## config.mk

```make
export PLATFORM = sky130hd
export DESIGN_NAME = vtp_chan_top
export DESIGN_NICKNAME = d
export VERILOG_FILES = /design/src/rtl/vtp_pkg.sv /design/src/rtl/vtp_req_intake.sv /design/src/rtl/vtp_req_heap.sv /design/src/rtl/vtp_l1_tlb.sv /design/src/rtl/vtp_miss_path.sv /design/src/rtl/vtp_phys_emit.sv /design/src/rtl/vtp_chan_top.sv
export SDC_FILE = /design/constraint.sdc
export NUM_CORES = 2
export LEC_CHECK = 0
export BUFFER_PORTS_ARGS = -buffer_cell sky130_fd_sc_hd__buf_2
export CELL_PAD_IN_SITES_DETAIL_PLACEMENT = 1
export CELL_PAD_IN_SITES_GLOBAL_PLACEMENT = 1
export CORE_UTILIZATION = 46
export CTS_CLUSTER_DIAMETER = 30
export DETAILED_ROUTE_END_ITERATION = 8
export PLACE_DENSITY_LB_ADDON = 0.1
export SLEW_MARGIN = 25
export SYNTH_ARGS = -nofsm -noshare
export SYNTH_HDL_FRONTEND = slang
export SYNTH_SLANG_ARGS = --single-unit
```

## constraint.sdc

```tcl
create_clock -name clk -period 5.43 [get_ports clk]
set_input_delay 1.086 -clock clk [delete_from_list [all_inputs] [get_ports clk]]
set_output_delay 1.086 -clock clk [all_outputs]
set_load 0.02 [all_outputs]
```

## src/rtl/vtp_pkg.sv

```systemverilog
// ======================================================================
// Widths, localparams and shared types of the VTP request channel
// Request, stage record and translation lookup structs
// ======================================================================
`default_nettype none

package vtp_pkg;

    // Address geometry for 4 KB pages of 64-byte lines
    localparam int LINE_ADDR_BITS   = 26;
    localparam int PAGE_OFFSET_BITS = 6;
    localparam int PAGE_IDX_BITS    = 20;

    // Direct-mapped L1 TLB, 64 entries
    localparam int TLB_IDX_BITS = 6;
    localparam int TLB_TAG_BITS = 14;

    // Requests in flight, sizes the heap and the reply FIFO
    localparam int N_REQ_TAGS = 16;
    localparam int TAG_BITS   = 4;
    localparam int META_BITS  = 16;

    typedef logic [LINE_ADDR_BITS-1:0]   t_line_addr;
    typedef logic [PAGE_OFFSET_BITS-1:0] t_page_offset;
    typedef logic [PAGE_IDX_BITS-1:0]    t_page_idx;
    typedef logic [TLB_IDX_BITS-1:0]     t_tlb_idx;
    typedef logic [TLB_TAG_BITS-1:0]     t_tlb_tag;
    typedef logic [TAG_BITS-1:0]         t_req_tag;
    typedef logic [META_BITS-1:0]        t_req_meta;

    // Inbound and outbound request
    typedef struct packed {
        t_req_meta  meta;
        t_line_addr line_addr;
        logic       is_virtual;
    } t_vtp_req;

    // One pipeline stage record
    typedef struct packed {
        logic         valid;
        t_page_idx    page;
        t_page_offset offset;
        logic         is_virtual;
        t_req_tag     tag;
    } t_vtp_stage;

    // Translation service lookup and reply
    typedef struct packed {
        t_page_idx page_va;
        t_req_tag  tag;
    } t_vtp_lookup_req;

    typedef struct packed {
        t_page_idx page_pa;
        t_req_tag  tag;
    } t_vtp_lookup_rsp;

    typedef enum logic {
        TLB_CLEARING,
        TLB_READY
    } t_tlb_clear_state;

endpackage

`default_nettype wire

```

## src/rtl/vtp_req_intake.sv

```systemverilog
// ======================================================================
// Request intake: registered ready and stage records st0 to st3
// ======================================================================
`timescale 1ns/10ps
`default_nettype none

module vtp_req_intake
    import vtp_pkg::*;
(
    input  wire logic       clk,
    input  wire logic       reset,

    input  wire logic       req_valid,
    input  wire t_vtp_req   req,
    output logic            req_ready,

    input  wire logic       out_almost_full,
    input  wire logic       svc_ready,
    input  wire logic       tlb_ready,
    input  wire logic       heap_not_full,
    input  wire logic       rsp_pending,
    input  wire t_req_tag   alloc_tag,

    output t_vtp_stage      st0,
    output t_vtp_stage      st1,
    output t_vtp_stage      st2,
    output t_vtp_stage      st3
);

    // Most of the readiness is registered for timing
    logic ready_q;

    always_ff @(posedge clk)
    begin
        if (reset)
        begin
            ready_q <= 1'b0;
        end
        else
        begin
            // Pending replies hold off intake so a bubble opens for them
            ready_q <= svc_ready && tlb_ready && !rsp_pending && !out_almost_full;
        end
    end

    // Heap space is known in the current cycle
    assign req_ready = ready_q && heap_not_full;

    // ==================================================================
    // Stage 0, split the line address into page and offset
    // ==================================================================

    always_comb
    begin
        st0.valid      = req_valid && req_ready;
        st0.page       = req.line_addr[LINE_ADDR_BITS-1:PAGE_OFFSET_BITS];
        st0.offset     = req.line_addr[PAGE_OFFSET_BITS-1:0];
        st0.is_virtual = req.is_virtual;
        // Heap hands out the tag in the same cycle
        st0.tag        = alloc_tag;
    end

    // Stages 1 to 3 just shift the record along
    always_ff @(posedge clk)
    begin
        st1 <= st0;
        st2 <= st1;
        st3 <= st2;

        // Only the valid bits need clearing
        if (reset)
        begin
            st1.valid <= 1'b0;
            st2.valid <= 1'b0;
            st3.valid <= 1'b0;
        end
    end

endmodule

`default_nettype wire

```

## src/rtl/vtp_req_heap.sv

```systemverilog
// ======================================================================
// Request heap: tag free list plus per-tag metadata and line address
// ======================================================================
`timescale 1ns/10ps
`default_nettype none

module vtp_req_heap
    import vtp_pkg::*;
(
    input  wire logic       clk,
    input  wire logic       reset,

    input  wire logic       alloc_en,
    output t_req_tag        alloc_tag,
    output logic            not_full,

    input  wire logic       wr_en,
    input  wire t_req_tag   wr_tag,
    input  wire t_req_meta  wr_meta,
    input  wire t_line_addr wr_page_va,

    input  wire t_req_tag   rd_tag,
    output t_req_meta       rd_meta,
    output t_line_addr      rd_page_va,

    input  wire logic       free_en,
    input  wire t_req_tag   free_tag
);

    // One bit per tag, set while the tag is free
    logic [N_REQ_TAGS-1:0] free_map;

    // Write command held one cycle, committed in stage 1
    logic       wr_en_q;
    t_req_tag   wr_tag_q;
    t_req_meta  wr_meta_q;
    t_line_addr wr_va_q;

    t_req_meta  meta_mem [N_REQ_TAGS];
    t_line_addr va_mem   [N_REQ_TAGS];

    // Lowest free tag wins
    always_comb
    begin
        alloc_tag = '0;
        for (int i = N_REQ_TAGS - 1; i >= 0; i--)
        begin
            if (free_map[i])
                alloc_tag = t_req_tag'(i);
        end
    end

    assign not_full = |free_map;

    always_ff @(posedge clk)
    begin
        if (reset)
        begin
            free_map <= '1;
            wr_en_q  <= 1'b0;
        end
        else
        begin
            // An allocated tag is never the one being freed
            if (alloc_en)
                free_map[alloc_tag] <= 1'b0;
            if (free_en)
                free_map[free_tag] <= 1'b1;
            wr_en_q <= wr_en;
        end
    end

    // Storage and registered read
    always_ff @(posedge clk)
    begin
        wr_tag_q  <= wr_tag;
        wr_meta_q <= wr_meta;
        wr_va_q   <= wr_page_va;

        if (wr_en_q)
        begin
            meta_mem[wr_tag_q] <= wr_meta_q;
            va_mem[wr_tag_q]   <= wr_va_q;
        end

        rd_meta    <= meta_mem[rd_tag];
        rd_page_va <= va_mem[rd_tag];
    end

endmodule

`default_nettype wire

```

## src/rtl/vtp_l1_tlb.sv

```systemverilog
// ======================================================================
// Direct-mapped 64-entry L1 TLB with clearing sweep and fill port
// ======================================================================
`timescale 1ns/10ps
`default_nettype none

module vtp_l1_tlb
    import vtp_pkg::*;
(
    input  wire logic       clk,
    input  wire logic       reset,

    input  wire logic       inval,
    output logic            ready,

    input  wire t_vtp_stage st0,
    input  wire t_vtp_stage st2,
    output logic            hit,
    output t_page_idx       hit_pa,

    input  wire logic       fill_en,
    input  wire t_page_idx  fill_va,
    input  wire t_page_idx  fill_pa
);

    t_tlb_clear_state clear_state;
    t_tlb_idx         clear_idx;

    // Invalidate strobe, delayed two stages
    logic inval_q1;
    logic inval_q2;

    logic      valid_mem [1 << TLB_IDX_BITS];
    t_tlb_tag  tag_mem   [1 << TLB_IDX_BITS];
    t_page_idx pa_mem    [1 << TLB_IDX_BITS];

    // Read data pipeline, one register per stage
    logic      rd_valid_q;
    t_tlb_tag  rd_tag_q;
    t_page_idx rd_pa_q;
    logic      rd_valid_qq;
    t_tlb_tag  rd_tag_qq;
    t_page_idx rd_pa_qq;

    // ==================================================================
    // Clearing sweep
    // ==================================================================

    always_ff @(posedge clk)
    begin
        if (reset)
        begin
            inval_q1    <= 1'b0;
            inval_q2    <= 1'b0;
            clear_state <= TLB_CLEARING;
            clear_idx   <= '0;
        end
        else
        begin
            inval_q1 <= inval;
            inval_q2 <= inval_q1;
            if (inval_q2)
            begin
                // Restart the sweep from entry 0
                clear_state <= TLB_CLEARING;
                clear_idx   <= '0;
            end
            else if (clear_state == TLB_CLEARING)
            begin
                clear_idx <= clear_idx + 1'b1;
                if (clear_idx == '1)
                    clear_state <= TLB_READY;
            end
        end
    end

    assign ready = (clear_state == TLB_READY);

    // Sweep writes take priority over fills
    always_ff @(posedge clk)
    begin
        if (clear_state == TLB_CLEARING)
        begin
            valid_mem[clear_idx] <= 1'b0;
        end
        else if (fill_en)
        begin
            valid_mem[fill_va[TLB_IDX_BITS-1:0]] <= 1'b1;
            tag_mem[fill_va[TLB_IDX_BITS-1:0]]   <= fill_va[PAGE_IDX_BITS-1:TLB_IDX_BITS];
            pa_mem[fill_va[TLB_IDX_BITS-1:0]]    <= fill_pa;
        end
    end

    // ==================================================================
    // Lookup, read at st0 and compare at st2
    // ==================================================================

    always_ff @(posedge clk)
    begin
        rd_valid_q  <= valid_mem[st0.page[TLB_IDX_BITS-1:0]];
        rd_tag_q    <= tag_mem[st0.page[TLB_IDX_BITS-1:0]];
        rd_pa_q     <= pa_mem[st0.page[TLB_IDX_BITS-1:0]];
        rd_valid_qq <= rd_valid_q;
        rd_tag_qq   <= rd_tag_q;
        rd_pa_qq    <= rd_pa_q;
        hit_pa      <= rd_pa_qq;
    end

    // Hit lines up with st3
    always_ff @(posedge clk)
    begin
        if (reset)
            hit <= 1'b0;
        else
            hit <= rd_valid_qq && (rd_tag_qq == st2.page[PAGE_IDX_BITS-1:TLB_IDX_BITS]);
    end

endmodule

`default_nettype wire

```

## src/rtl/vtp_miss_path.sv

```systemverilog
// ======================================================================
// Miss path: service lookups, reply FIFO and bubble injection
// ======================================================================
`timescale 1ns/10ps
`default_nettype none

module vtp_miss_path
    import vtp_pkg::*;
(
    input  wire logic            clk,
    input  wire logic            reset,

    input  wire t_vtp_stage      st2,
    input  wire t_vtp_stage      st3,
    input  wire logic            hit,

    output logic                 svc_lookup_en,
    output t_vtp_lookup_req      svc_lookup,
    input  wire logic            svc_rsp_valid,
    input  wire t_vtp_lookup_rsp svc_rsp,

    output logic                 rsp_pending,
    output logic                 inject_q,
    output t_vtp_lookup_rsp      inject_rsp,
    output t_req_tag             heap_rd_tag
);

    // Lookup for a virtual st3 request that missed the L1 TLB
    always_ff @(posedge clk)
    begin
        if (reset)
            svc_lookup_en <= 1'b0;
        else
            svc_lookup_en <= st3.valid && st3.is_virtual && !hit;

        svc_lookup.page_va <= st3.page;
        svc_lookup.tag     <= st3.tag;
    end

    // ==================================================================
    // Reply FIFO, one slot per tag so it never overflows
    // ==================================================================

    t_vtp_lookup_rsp fifo_mem [N_REQ_TAGS];
    logic [TAG_BITS:0] wr_ptr;
    logic [TAG_BITS:0] rd_ptr;
    t_vtp_lookup_rsp   fifo_head;
    logic              deq;

    assign rsp_pending = (wr_ptr != rd_ptr);
    assign fifo_head   = fifo_mem[rd_ptr[TAG_BITS-1:0]];

    // A free st2 slot means st3 is empty next cycle
    assign deq = rsp_pending && !st2.valid;

    always_ff @(posedge clk)
    begin
        if (reset)
        begin
            wr_ptr   <= '0;
            rd_ptr   <= '0;
            inject_q <= 1'b0;
        end
        else
        begin
            if (svc_rsp_valid)
                wr_ptr <= wr_ptr + 1'b1;
            if (deq)
                rd_ptr <= rd_ptr + 1'b1;
            inject_q <= deq;
        end
    end

    always_ff @(posedge clk)
    begin
        if (svc_rsp_valid)
            fifo_mem[wr_ptr[TAG_BITS-1:0]] <= svc_rsp;

        inject_rsp <= fifo_head;

        // Heap read follows whichever request reaches the emitter next
        heap_rd_tag <= deq ? fifo_head.tag : st2.tag;
    end

endmodule

`default_nettype wire

```

## src/rtl/vtp_phys_emit.sv

```systemverilog
// ======================================================================
// Emitter: picks hit or reply path, forms the physical request, fills TLB
// ======================================================================
`timescale 1ns/10ps
`default_nettype none

module vtp_phys_emit
    import vtp_pkg::*;
(
    input  wire logic            clk,
    input  wire logic            reset,

    input  wire t_vtp_stage      st3,
    input  wire logic            hit,
    input  wire t_page_idx       hit_pa,
    input  wire logic            inject_q,
    input  wire t_vtp_lookup_rsp inject_rsp,
    input  wire t_req_meta       rd_meta,
    input  wire t_line_addr      rd_page_va,

    output logic                 out_valid,
    output t_vtp_req             out,
    output logic                 free_en,
    output t_req_tag             free_tag,
    output logic                 fill_en,
    output t_page_idx            fill_va,
    output t_page_idx            fill_pa
);

    // Main path when no translation is needed or the TLB had it
    logic      pick_main;
    logic      from_reply_q;
    t_page_idx pa_q;

    assign pick_main = st3.valid && (!st3.is_virtual || hit);

    always_ff @(posedge clk)
    begin
        if (reset)
        begin
            out_valid    <= 1'b0;
            from_reply_q <= 1'b0;
            fill_en      <= 1'b0;
        end
        else
        begin
            out_valid    <= pick_main || inject_q;
            from_reply_q <= !pick_main && inject_q;
            // New translation goes into the TLB one cycle after its output
            fill_en      <= out_valid && from_reply_q;
        end

        if (pick_main)
        begin
            pa_q     <= st3.is_virtual ? hit_pa : st3.page;
            free_tag <= st3.tag;
        end
        else
        begin
            pa_q     <= inject_rsp.page_pa;
            free_tag <= inject_rsp.tag;
        end

        fill_va <= rd_page_va[LINE_ADDR_BITS-1:PAGE_OFFSET_BITS];
        fill_pa <= pa_q;
    end

    // Offset and metadata come back from the heap with the output
    always_comb
    begin
        out.meta       = rd_meta;
        out.line_addr  = {pa_q, rd_page_va[PAGE_OFFSET_BITS-1:0]};
        out.is_virtual = 1'b0;
    end

    assign free_en = out_valid;

endmodule

`default_nettype wire

```

## src/rtl/vtp_chan_top.sv

```systemverilog
// ======================================================================
// Top level of one VTP request channel
// Intake, request heap, L1 TLB, miss path and emitter
// ======================================================================
`timescale 1ns/10ps
`default_nettype none

module vtp_chan_top
    import vtp_pkg::*;
(
    input  wire logic            clk,
    input  wire logic            reset,

    // Request side
    input  wire logic            req_valid,
    input  wire t_vtp_req        req,
    output logic                 req_ready,
    input  wire logic            inval,

    // Translated output
    output logic                 out_valid,
    output t_vtp_req             out,
    input  wire logic            out_almost_full,

    // Translation service
    output logic                 svc_lookup_en,
    output t_vtp_lookup_req      svc_lookup,
    input  wire logic            svc_ready,
    input  wire logic            svc_rsp_valid,
    input  wire t_vtp_lookup_rsp svc_rsp
);

    t_vtp_stage      st0;
    t_vtp_stage      st1;
    t_vtp_stage      st2;
    t_vtp_stage      st3;

    t_req_tag        alloc_tag;
    logic            heap_not_full;
    logic            tlb_ready;
    logic            rsp_pending;

    logic            hit;
    t_page_idx       hit_pa;
    logic            inject_q;
    t_vtp_lookup_rsp inject_rsp;
    t_req_tag        heap_rd_tag;
    t_req_meta       rd_meta;
    t_line_addr      rd_page_va;

    logic            free_en;
    t_req_tag        free_tag;
    logic            fill_en;
    t_page_idx       fill_va;
    t_page_idx       fill_pa;

    vtp_req_intake intake (
        .clk, .reset, .req_valid, .req, .req_ready, .out_almost_full, .svc_ready,
        .tlb_ready, .heap_not_full, .rsp_pending, .alloc_tag,
        .st0, .st1, .st2, .st3
    );

    // Allocation and write command both come from stage 0
    vtp_req_heap heap (
        .clk, .reset, .alloc_en(st0.valid), .alloc_tag, .not_full(heap_not_full),
        .wr_en(st0.valid), .wr_tag(st0.tag), .wr_meta(req.meta), .wr_page_va(req.line_addr),
        .rd_tag(heap_rd_tag), .rd_meta, .rd_page_va, .free_en, .free_tag
    );

    vtp_l1_tlb tlb (
        .clk, .reset, .inval, .ready(tlb_ready), .st0, .st2, .hit, .hit_pa,
        .fill_en, .fill_va, .fill_pa
    );

    vtp_miss_path miss (
        .clk, .reset, .st2, .st3, .hit, .svc_lookup_en, .svc_lookup, .svc_rsp_valid,
        .svc_rsp, .rsp_pending, .inject_q, .inject_rsp, .heap_rd_tag
    );

    vtp_phys_emit emit (
        .clk, .reset, .st3, .hit, .hit_pa, .inject_q, .inject_rsp, .rd_meta, .rd_page_va,
        .out_valid, .out, .free_en, .free_tag, .fill_en, .fill_va, .fill_pa
    );

endmodule

`default_nettype wire

```

# ---- Word level (Yosys, flattened, before mapping)
# Memories as Yosys holds them, arrays and structs flattened. A register that Yosys moved wholly into a read port is not among the register bits.
# Cells that the tools add are included.
dict set report totals {
  regBits 333
  ram_bits 3296
  in_bits 74
  out_inout_bits 70
  elab_cells 127
  memories 6
}
dict set report classes {
  add_sub_neg 3
  order_cmp 4
  n_eq_ne 3
  n_mux 42
  n_bitwise 3
  n_reduce_logical 25
}
# memory words width rd rd_ports_with_merged_regs write_ports line
set memory_table {}
lappend memory_table {tlb.pa_mem 64 20 1 1 1 vtp_l1_tlb.sv:35} ;# t_page_idx pa_mem [1 << TLB_IDX_BITS];
lappend memory_table {tlb.tag_mem 64 14 1 1 1 vtp_l1_tlb.sv:34} ;# t_tlb_tag tag_mem [1 << TLB_IDX_BITS];
lappend memory_table {heap.va_mem 16 26 1 1 1 vtp_req_heap.sv:40} ;# t_line_addr va_mem [N_REQ_TAGS];
lappend memory_table {miss.fifo_mem 16 24 1 1 1 vtp_miss_path.sv:44} ;# t_vtp_lookup_rsp fifo_mem [N_REQ_TAGS];
lappend memory_table {heap.meta_mem 16 16 1 1 1 vtp_req_heap.sv:39} ;# t_req_meta meta_mem [N_REQ_TAGS];
lappend memory_table {tlb.valid_mem 64 1 1 1 1 vtp_l1_tlb.sv:33} ;# logic valid_mem [1 << TLB_IDX_BITS];
# cell n
set op_table {}
lappend op_table {{4-bit two-way mux} 20}
lappend op_table {{16-bit two-way mux} 3}
lappend op_table {{20-bit two-way mux} 2}
lappend op_table {{16-bit AND} 1}
lappend op_table {{16-bit NOT} 1}
lappend op_table {{16-bit bitwise OR} 1}
lappend op_table {{16-bit OR reduction} 1}
lappend op_table {{14-bit == test} 1}
lappend op_table {{1-bit logical AND} 14}
lappend op_table {{1-bit two-way mux} 14}
lappend op_table {{5-bit by 1-bit adder with 5-bit output (second input constant)} 2}
lappend op_table {{4-bit by 5-bit < comparator with 1-bit output (second input constant)} 2}
lappend op_table {{1-bit demux with 4-bit select} 2}
lappend op_table {{4-bit by 1-bit greater-or-equal comparator with 1-bit output (second input constant)} 2}
lappend op_table {{6-bit by 1-bit adder with 6-bit output (second input constant)} 1}
lappend op_table {{6-bit == test (second input constant)} 1}
lappend op_table {{1-bit logical NOT} 6}
lappend op_table {{6-bit two-way mux} 1}
lappend op_table {{5-bit != test} 1}
lappend op_table {{1-bit logical OR} 2}
lappend op_table {{2-bit OR reduction} 1}
lappend op_table {{1-bit OR reduction} 1}

# ---- Longest topological paths before layout
dict set report logic_depth {
  word_depth 26
  ltp_mapped 9
  depth_no_buf 6
}

# ---- Modules after synthesis
# A second synthesis with hierarchy kept.
dict set report unflattened {
  hier_cells 6051
  hier_area_um2 136417.1
}
# module instances cells_each area_each_um2 seq_area_each_um2
set by_module_without_submodules {}
lappend by_module_without_submodules {vtp_l1_tlb 1 3892 87858.0 69266.4}
lappend by_module_without_submodules {vtp_req_heap 1 1154 27986.8 22281.4}
lappend by_module_without_submodules {vtp_miss_path 1 695 16333.2 12892.4}
lappend by_module_without_submodules {vtp_req_intake 1 135 2229.6 1941.9}
lappend by_module_without_submodules {vtp_phys_emit 1 175 2009.4 1341.3}

# ---- Least setup slack after synthesis
# OpenSTA, ideal clock, no wires.
dict set report synth_path {
  path_kind {reg2reg}
  start {register heap.wr_en_q}
  end {memory heap.meta_mem[0][0] (netlist bit), enable pin}
  setup_ps 493
  t_arrival_ps 3725
  required_time_ps 4937
  setup_slack_ps 1212
  path_stages_with_launch 3
  n_path_buf 0
  synth_period_minus_slack_ps 4218
  cell_sequence {dfxtp_1 > or3b_2 > nor3_1}
}
dict set report synth_between {
  elab_chain_len 2
}
# item line
set synth_rtl {}
lappend synth_rtl {{start: declaration} vtp_req_heap.sv:34} ;# logic wr_en_q;
lappend synth_rtl {{start signal: assignment} vtp_req_heap.sv:69} ;# wr_en_q <= wr_en;
lappend synth_rtl {{1-bit two-way mux} vtp_req_heap.sv:80} ;# if (wr_en_q)
lappend synth_rtl {{1-bit two-way mux (implied by the code)} vtp_req_heap.sv:82} ;# meta_mem[wr_tag_q] <= wr_meta_q;
lappend synth_rtl {{end: declaration} vtp_req_heap.sv:39}
# No other way between the ends.

# ---- Final worst setup path
dict set report layout_path {
  start {register tlb.clear_state, in the netlist tlb.ready}
  end {memory tlb.tag_mem[20][10] (netlist bit), enable pin}
}
dict set report layout_between {
  elab_chain_len 2
}
# item line
set layout_rtl {}
lappend layout_rtl {{start: declaration} vtp_l1_tlb.sv:26} ;# t_tlb_clear_state clear_state;
lappend layout_rtl {{start signal: assignment} vtp_l1_tlb.sv:55} ;# clear_state <= TLB_CLEARING;
lappend layout_rtl {{start signal: assignment} vtp_l1_tlb.sv:65} ;# clear_state <= TLB_CLEARING;
lappend layout_rtl {{start signal: assignment} vtp_l1_tlb.sv:72} ;# clear_state <= TLB_READY;
lappend layout_rtl {{1-bit two-way mux} vtp_l1_tlb.sv:82} ;# if (clear_state == TLB_CLEARING)
lappend layout_rtl {{1-bit two-way mux (implied by the code)} vtp_l1_tlb.sv:89} ;# tag_mem[fill_va[TLB_IDX_BITS-1:0]] <= fill_va[PAGE_IDX_BITS-1:TLB_IDX_BITS];
lappend layout_rtl {{end: declaration} vtp_l1_tlb.sv:34}
# No other way between the ends.

==> run summary <==
The logs give 0.257 GHz for the timing-limited maximum frequency and 26.1% for the global-route usage over all layers. For the post-route non-filler standard cell count, the log shows 11300. Startpoint of the lowest-slack register-to-register path: tlb.ready.

The routed layout has 67100 vias. In this run, the number of DRC markers left after iteration 0 of detailed routing was 7525. Summing all non-filler instances in the final layout gives an area of 166000 sq um.

The number of iterations in the first detailed-routing pass is 5, and the clock skew after layout is 0.0597 ns. At the later pin of the worst-skew pair, clock insertion delay measures 1.04 ns. For this design, the slowest cell found on the critical path is sky130_fd_sc_hd__nor2_4. The number of unique standard cell types used by synthesis is 63. The logs give 6040 for the net count after synthesis and 296000 sq um for the die area. The post-detailed-route DRC marker count came out at 0. The cell count after synthesis came out at 5960. For the worst setup path, the data arrival time is 4.57 ns.

The slew at the pin closest to its max-slew limit was 1.16 ns; the final max-slew violation count was 0. The tools report the type of element launching the critical path as a register. Die boundary width: 544 um. The number of max-cap violations is 0, and the number of buffers inserted by hold repair at cts is 0. Wire length of the first global-routing pass: 540000 um. The run finished with clean final reports. The routability congestion estimate from global placement is 0.797.

The floorplan core area is 291000 sq um. Predominant post-synthesis flop cell: sky130_fd_sc_hd__edfxtp_1. Clock-pin slew was measured on the worst setup and hold paths at 0.05 ns. Share of synthesized registers carrying an async set or reset: 0%. The start point of the worst min-delay path is req[40]. STA puts the critical path data required time at 6.11 ns.

Fraction of the core area covered by cells at the end of the flow: 57.1%. Traced cell by cell, the critical path runs through nand2_1 -> nor2_1 -> nand2_1 -> nor2_4 -> buf_4. The H-tree depth is 6, and the number of synthesized register bits is 3690. In this run the tightest slew margin relative to its limit is 21.6%. STA classifies the critical path endpoint as a register.

For the global route total overflow, the log shows 0. In this run the worst setup path begins at tlb.ready. The logs give 70800 for the number of global-route vias before repair and 0.627 mV for the maximum resistive drop on vdd. The number of setup buffers added after CTS is 0. Entering global routing, the biggest net connects 101 pins. In this run the tool buffered the top-level ports with 142 buffer cells. The setup check on the worst reg-to-reg path leaves a slack of 1.54 ns.

Path type of the worst setup path: register to register. The logs give 0 for the remaining antenna violation count and 54.5 nW for the leakage component of the power. Counting flops with a built-in enable in the synthesized netlist gives 3296. Counting the buffers created by CTS gives 693. The area growth from synthesis to layout is 23.2%. The tools report the cell chosen for the clock root as sky130_fd_sc_hd__clkbuf_16.

Total half-perimeter wirelength after legalization and detailed placement: 218000 um. The highest fanout seen on the critical path was 25. The mapped netlist covers 135000 sq um. The most numerous cell type found on the critical path is sky130_fd_sc_hd__nand2_1.

No sink is reached through more buffers than the 4 on the longest clock path. The tools report the number of core rows as 198. Cells with a size suffix above 1 make up 35.4% of the layout. Gates resized during post-CTS repair numbered 0. The shortest period the worst path allows was 3.89 ns.

Adding up every negative setup slack in the final design gives 0 ns. Yosys printed 0 warnings. For this design, the sink count on the clock tree is 3690. Power spread over the standard cell area amounts to 529 nW/um^2.

The total detailed-routing wirelength is 384000 um, and the initial cell density of the core is 46.3%. After detailed routing, the number of vias per cell comes to 5.95. The post-placement cell count is 9960, and the total count of hold-check failures in the final report is 0. Setup repair after global routing left no endpoint under its margin. The top-level I/O count came out at 144.

The initial antenna violation count was 56. The post-route fraction of the period consumed by the critical path is 71.6%, and the mean instance size in the synthesized netlist is 22.6 sq um. The die is 544 um tall. For this run, the slowest stage of the critical path takes 1.06 ns. Setup violations remaining at the end of the flow were counted as 0. The min-delay analysis places its worst path in the category primary input to register. The post-synthesis sequential area ratio came out at 79.2%.

TritonCTS built the clock tree. In the final design database the tool counted 6837 nets. The cell area reported after detailed placement is 142000 sq um.

The wire length per cell after detailed routing was 34.1 um.
-- area by class of cell --
class | count | area, sq um
Fill cell | 24300 | 125000
Sequential cell | 3690 | 107000
Multi-Input combinational cell | 1943 | 27200
Clock buffer | 836 | 18500
Clock inverter | 464 | 5570
Tap cell | 3900 | 4880
Timing Repair Buffer | 415 | 3130
Inverter | 14 | 52.6
Antenna cell | 18 | 45.0
-- per-stage QoR --
step | worst slack, ns | power [W] | hold WS, ns
6_report | 1.54 | 0.0879 | 0.160
5_1_grt | 1.34 | 0.0903 | 0.133
4_1_cts | 1.52 | 0.0887 | 0.0924
3_5_place_dp | 0.787 | 0.0451 | 0.313
3_3_place_gp | 0.361 | 0.0448 | 0.311
2_1_floorplan | 1.21 | 0.0405 | 0.310
-- placed cells by master (no fill, tap or decap), drive strengths merged, types with 16 or more instances in the layout --
cell type,count
nor3,25
mux2i,67
clkinvlp,70
nor2b,25
buf,415
a21oi,78
nand3,27
inv,89
dfxtp,394
clkinv,236
o22ai,56
clkbuf,836
edfxtp,3296
o21ai,62
nand2b,18
nor2,202
o221ai,32
a221oi,63
mux4,890
and2,27
a31oi,27
xnor2,16
a22o,38
diode,18
nand2,131
bufinv,83
-- kinds of logic (layout without fill, tap and decap cells) --
family                   Yosys count  count (layout)  synth area share, %
buffers and inverters            327            1729                 1.17
other                              1              19              0.00278
AO/OA/AOI/OAI                    417             417                 2.15
adder cells (fa/ha/maj)            6               6               0.0556
multiplexers                     968             968                 15.4
AND/OR/NAND/NOR                  520             520                 1.78
flip-flops                      3690            3690                 79.2
XOR/XNOR                          31              31                0.201
-- sequential cells by signal, summed over array words and instances (netlist names), 20 cells and up, named ones only --
register and count:
emit.fill_pa 20, emit.fill_va 20, emit.pa_q 20, heap.meta_mem 256, heap.rd_page_va 26, heap.va_mem 416, heap.wr_va_q 26, intake.st2 26
intake.st3 26, miss.fifo_mem 384, miss.inject_rsp 24, miss.svc_lookup 24, tlb.hit_pa 20, tlb.pa_mem 1280, tlb.rd_pa_q 20, tlb.rd_pa_qq 20
tlb.tag_mem 896, tlb.valid_mem 64
-- power breakdown --
group	leakage [nW]	internal (W)	switching, W
logic	9.87	0.00287	0.00610
registers	33.1	0.0343	0.00113
clock network	11.6	0.0285	0.0150
-- Yosys cell counts, types with 5 or more instances --
library cell,number,area (sq um)
sky130_fd_sc_hd__a211o_1,6,52.6
sky130_fd_sc_hd__or3_1,5,31.3
sky130_fd_sc_hd__mux2_2,11,124
sky130_fd_sc_hd__nand4_1,15,93.8
sky130_fd_sc_hd__a31oi_1,27,169
sky130_fd_sc_hd__nand2_1,131,492
sky130_fd_sc_hd__o221ai_1,32,280
sky130_fd_sc_hd__edfxtp_1,3296,99000
sky130_fd_sc_hd__or2_2,7,43.8
sky130_fd_sc_hd__clkbuf_1,149,559
sky130_fd_sc_hd__nor2_1,202,758
sky130_fd_sc_hd__nand2b_1,17,106
sky130_fd_sc_hd__nor2b_1,25,156
sky130_fd_sc_hd__mux2i_1,67,671
sky130_fd_sc_hd__and2_1,27,169
sky130_fd_sc_hd__and3_1,9,56.3
sky130_fd_sc_hd__o21ai_1,8,40.0
sky130_fd_sc_hd__a22oi_1,15,113
sky130_fd_sc_hd__a221oi_1,63,552
sky130_fd_sc_hd__buf_6,12,135
sky130_fd_sc_hd__buf_4,43,323
sky130_fd_sc_hd__ha_1,6,75.1
sky130_fd_sc_hd__o21ai_0,54,270
sky130_fd_sc_hd__nor3_1,25,125
sky130_fd_sc_hd__nor4_1,5,31.3
sky130_fd_sc_hd__a211oi_1,5,37.5
sky130_fd_sc_hd__xor2_1,15,131
sky130_fd_sc_hd__mux4_2,890,20000
sky130_fd_sc_hd__a21oi_1,78,390
sky130_fd_sc_hd__buf_2,83,415
sky130_fd_sc_hd__nand3_1,27,135
sky130_fd_sc_hd__xnor2_1,16,140
sky130_fd_sc_hd__a2111oi_0,5,43.8
sky130_fd_sc_hd__a22o_1,38,333
sky130_fd_sc_hd__a221o_1,6,60.1
sky130_fd_sc_hd__inv_1,12,45.0
sky130_fd_sc_hd__dfxtp_1,394,7890
sky130_fd_sc_hd__o22ai_1,56,350
sky130_fd_sc_hd__o211a_1,6,60.1
sky130_fd_sc_hd__nand3b_1,10,75.1
sky130_fd_sc_hd__buf_1,26,97.6
-- routing by layer --
layer	routed length (um)	part of all wire, %	track usage (%)
met1	163000	42	37.5
met2	184000	48	41.6
met3	27100	7.0	4.38
met4	9710	2.5	7.07
met5	74	0.019	0
-- path summary, 6_finish.rpt --
kind,end,cells past startpoint
worst max-delay path,tlb.tag_mem[20][10],5
worst min-delay path,heap.wr_meta_q[13],1
worst max register to register,tlb.tag_mem[20][10],5
worst min register to register,tlb.hit_pa[14],0
-- critical path, delay by kind of cell, from the launching register on --
family / cells / cell delay, ns
flops: 1 / 0.52
buf+inv: 1 / 0.38
simple gates: 4 / 2.64
(Power assumes the default switching activity.)
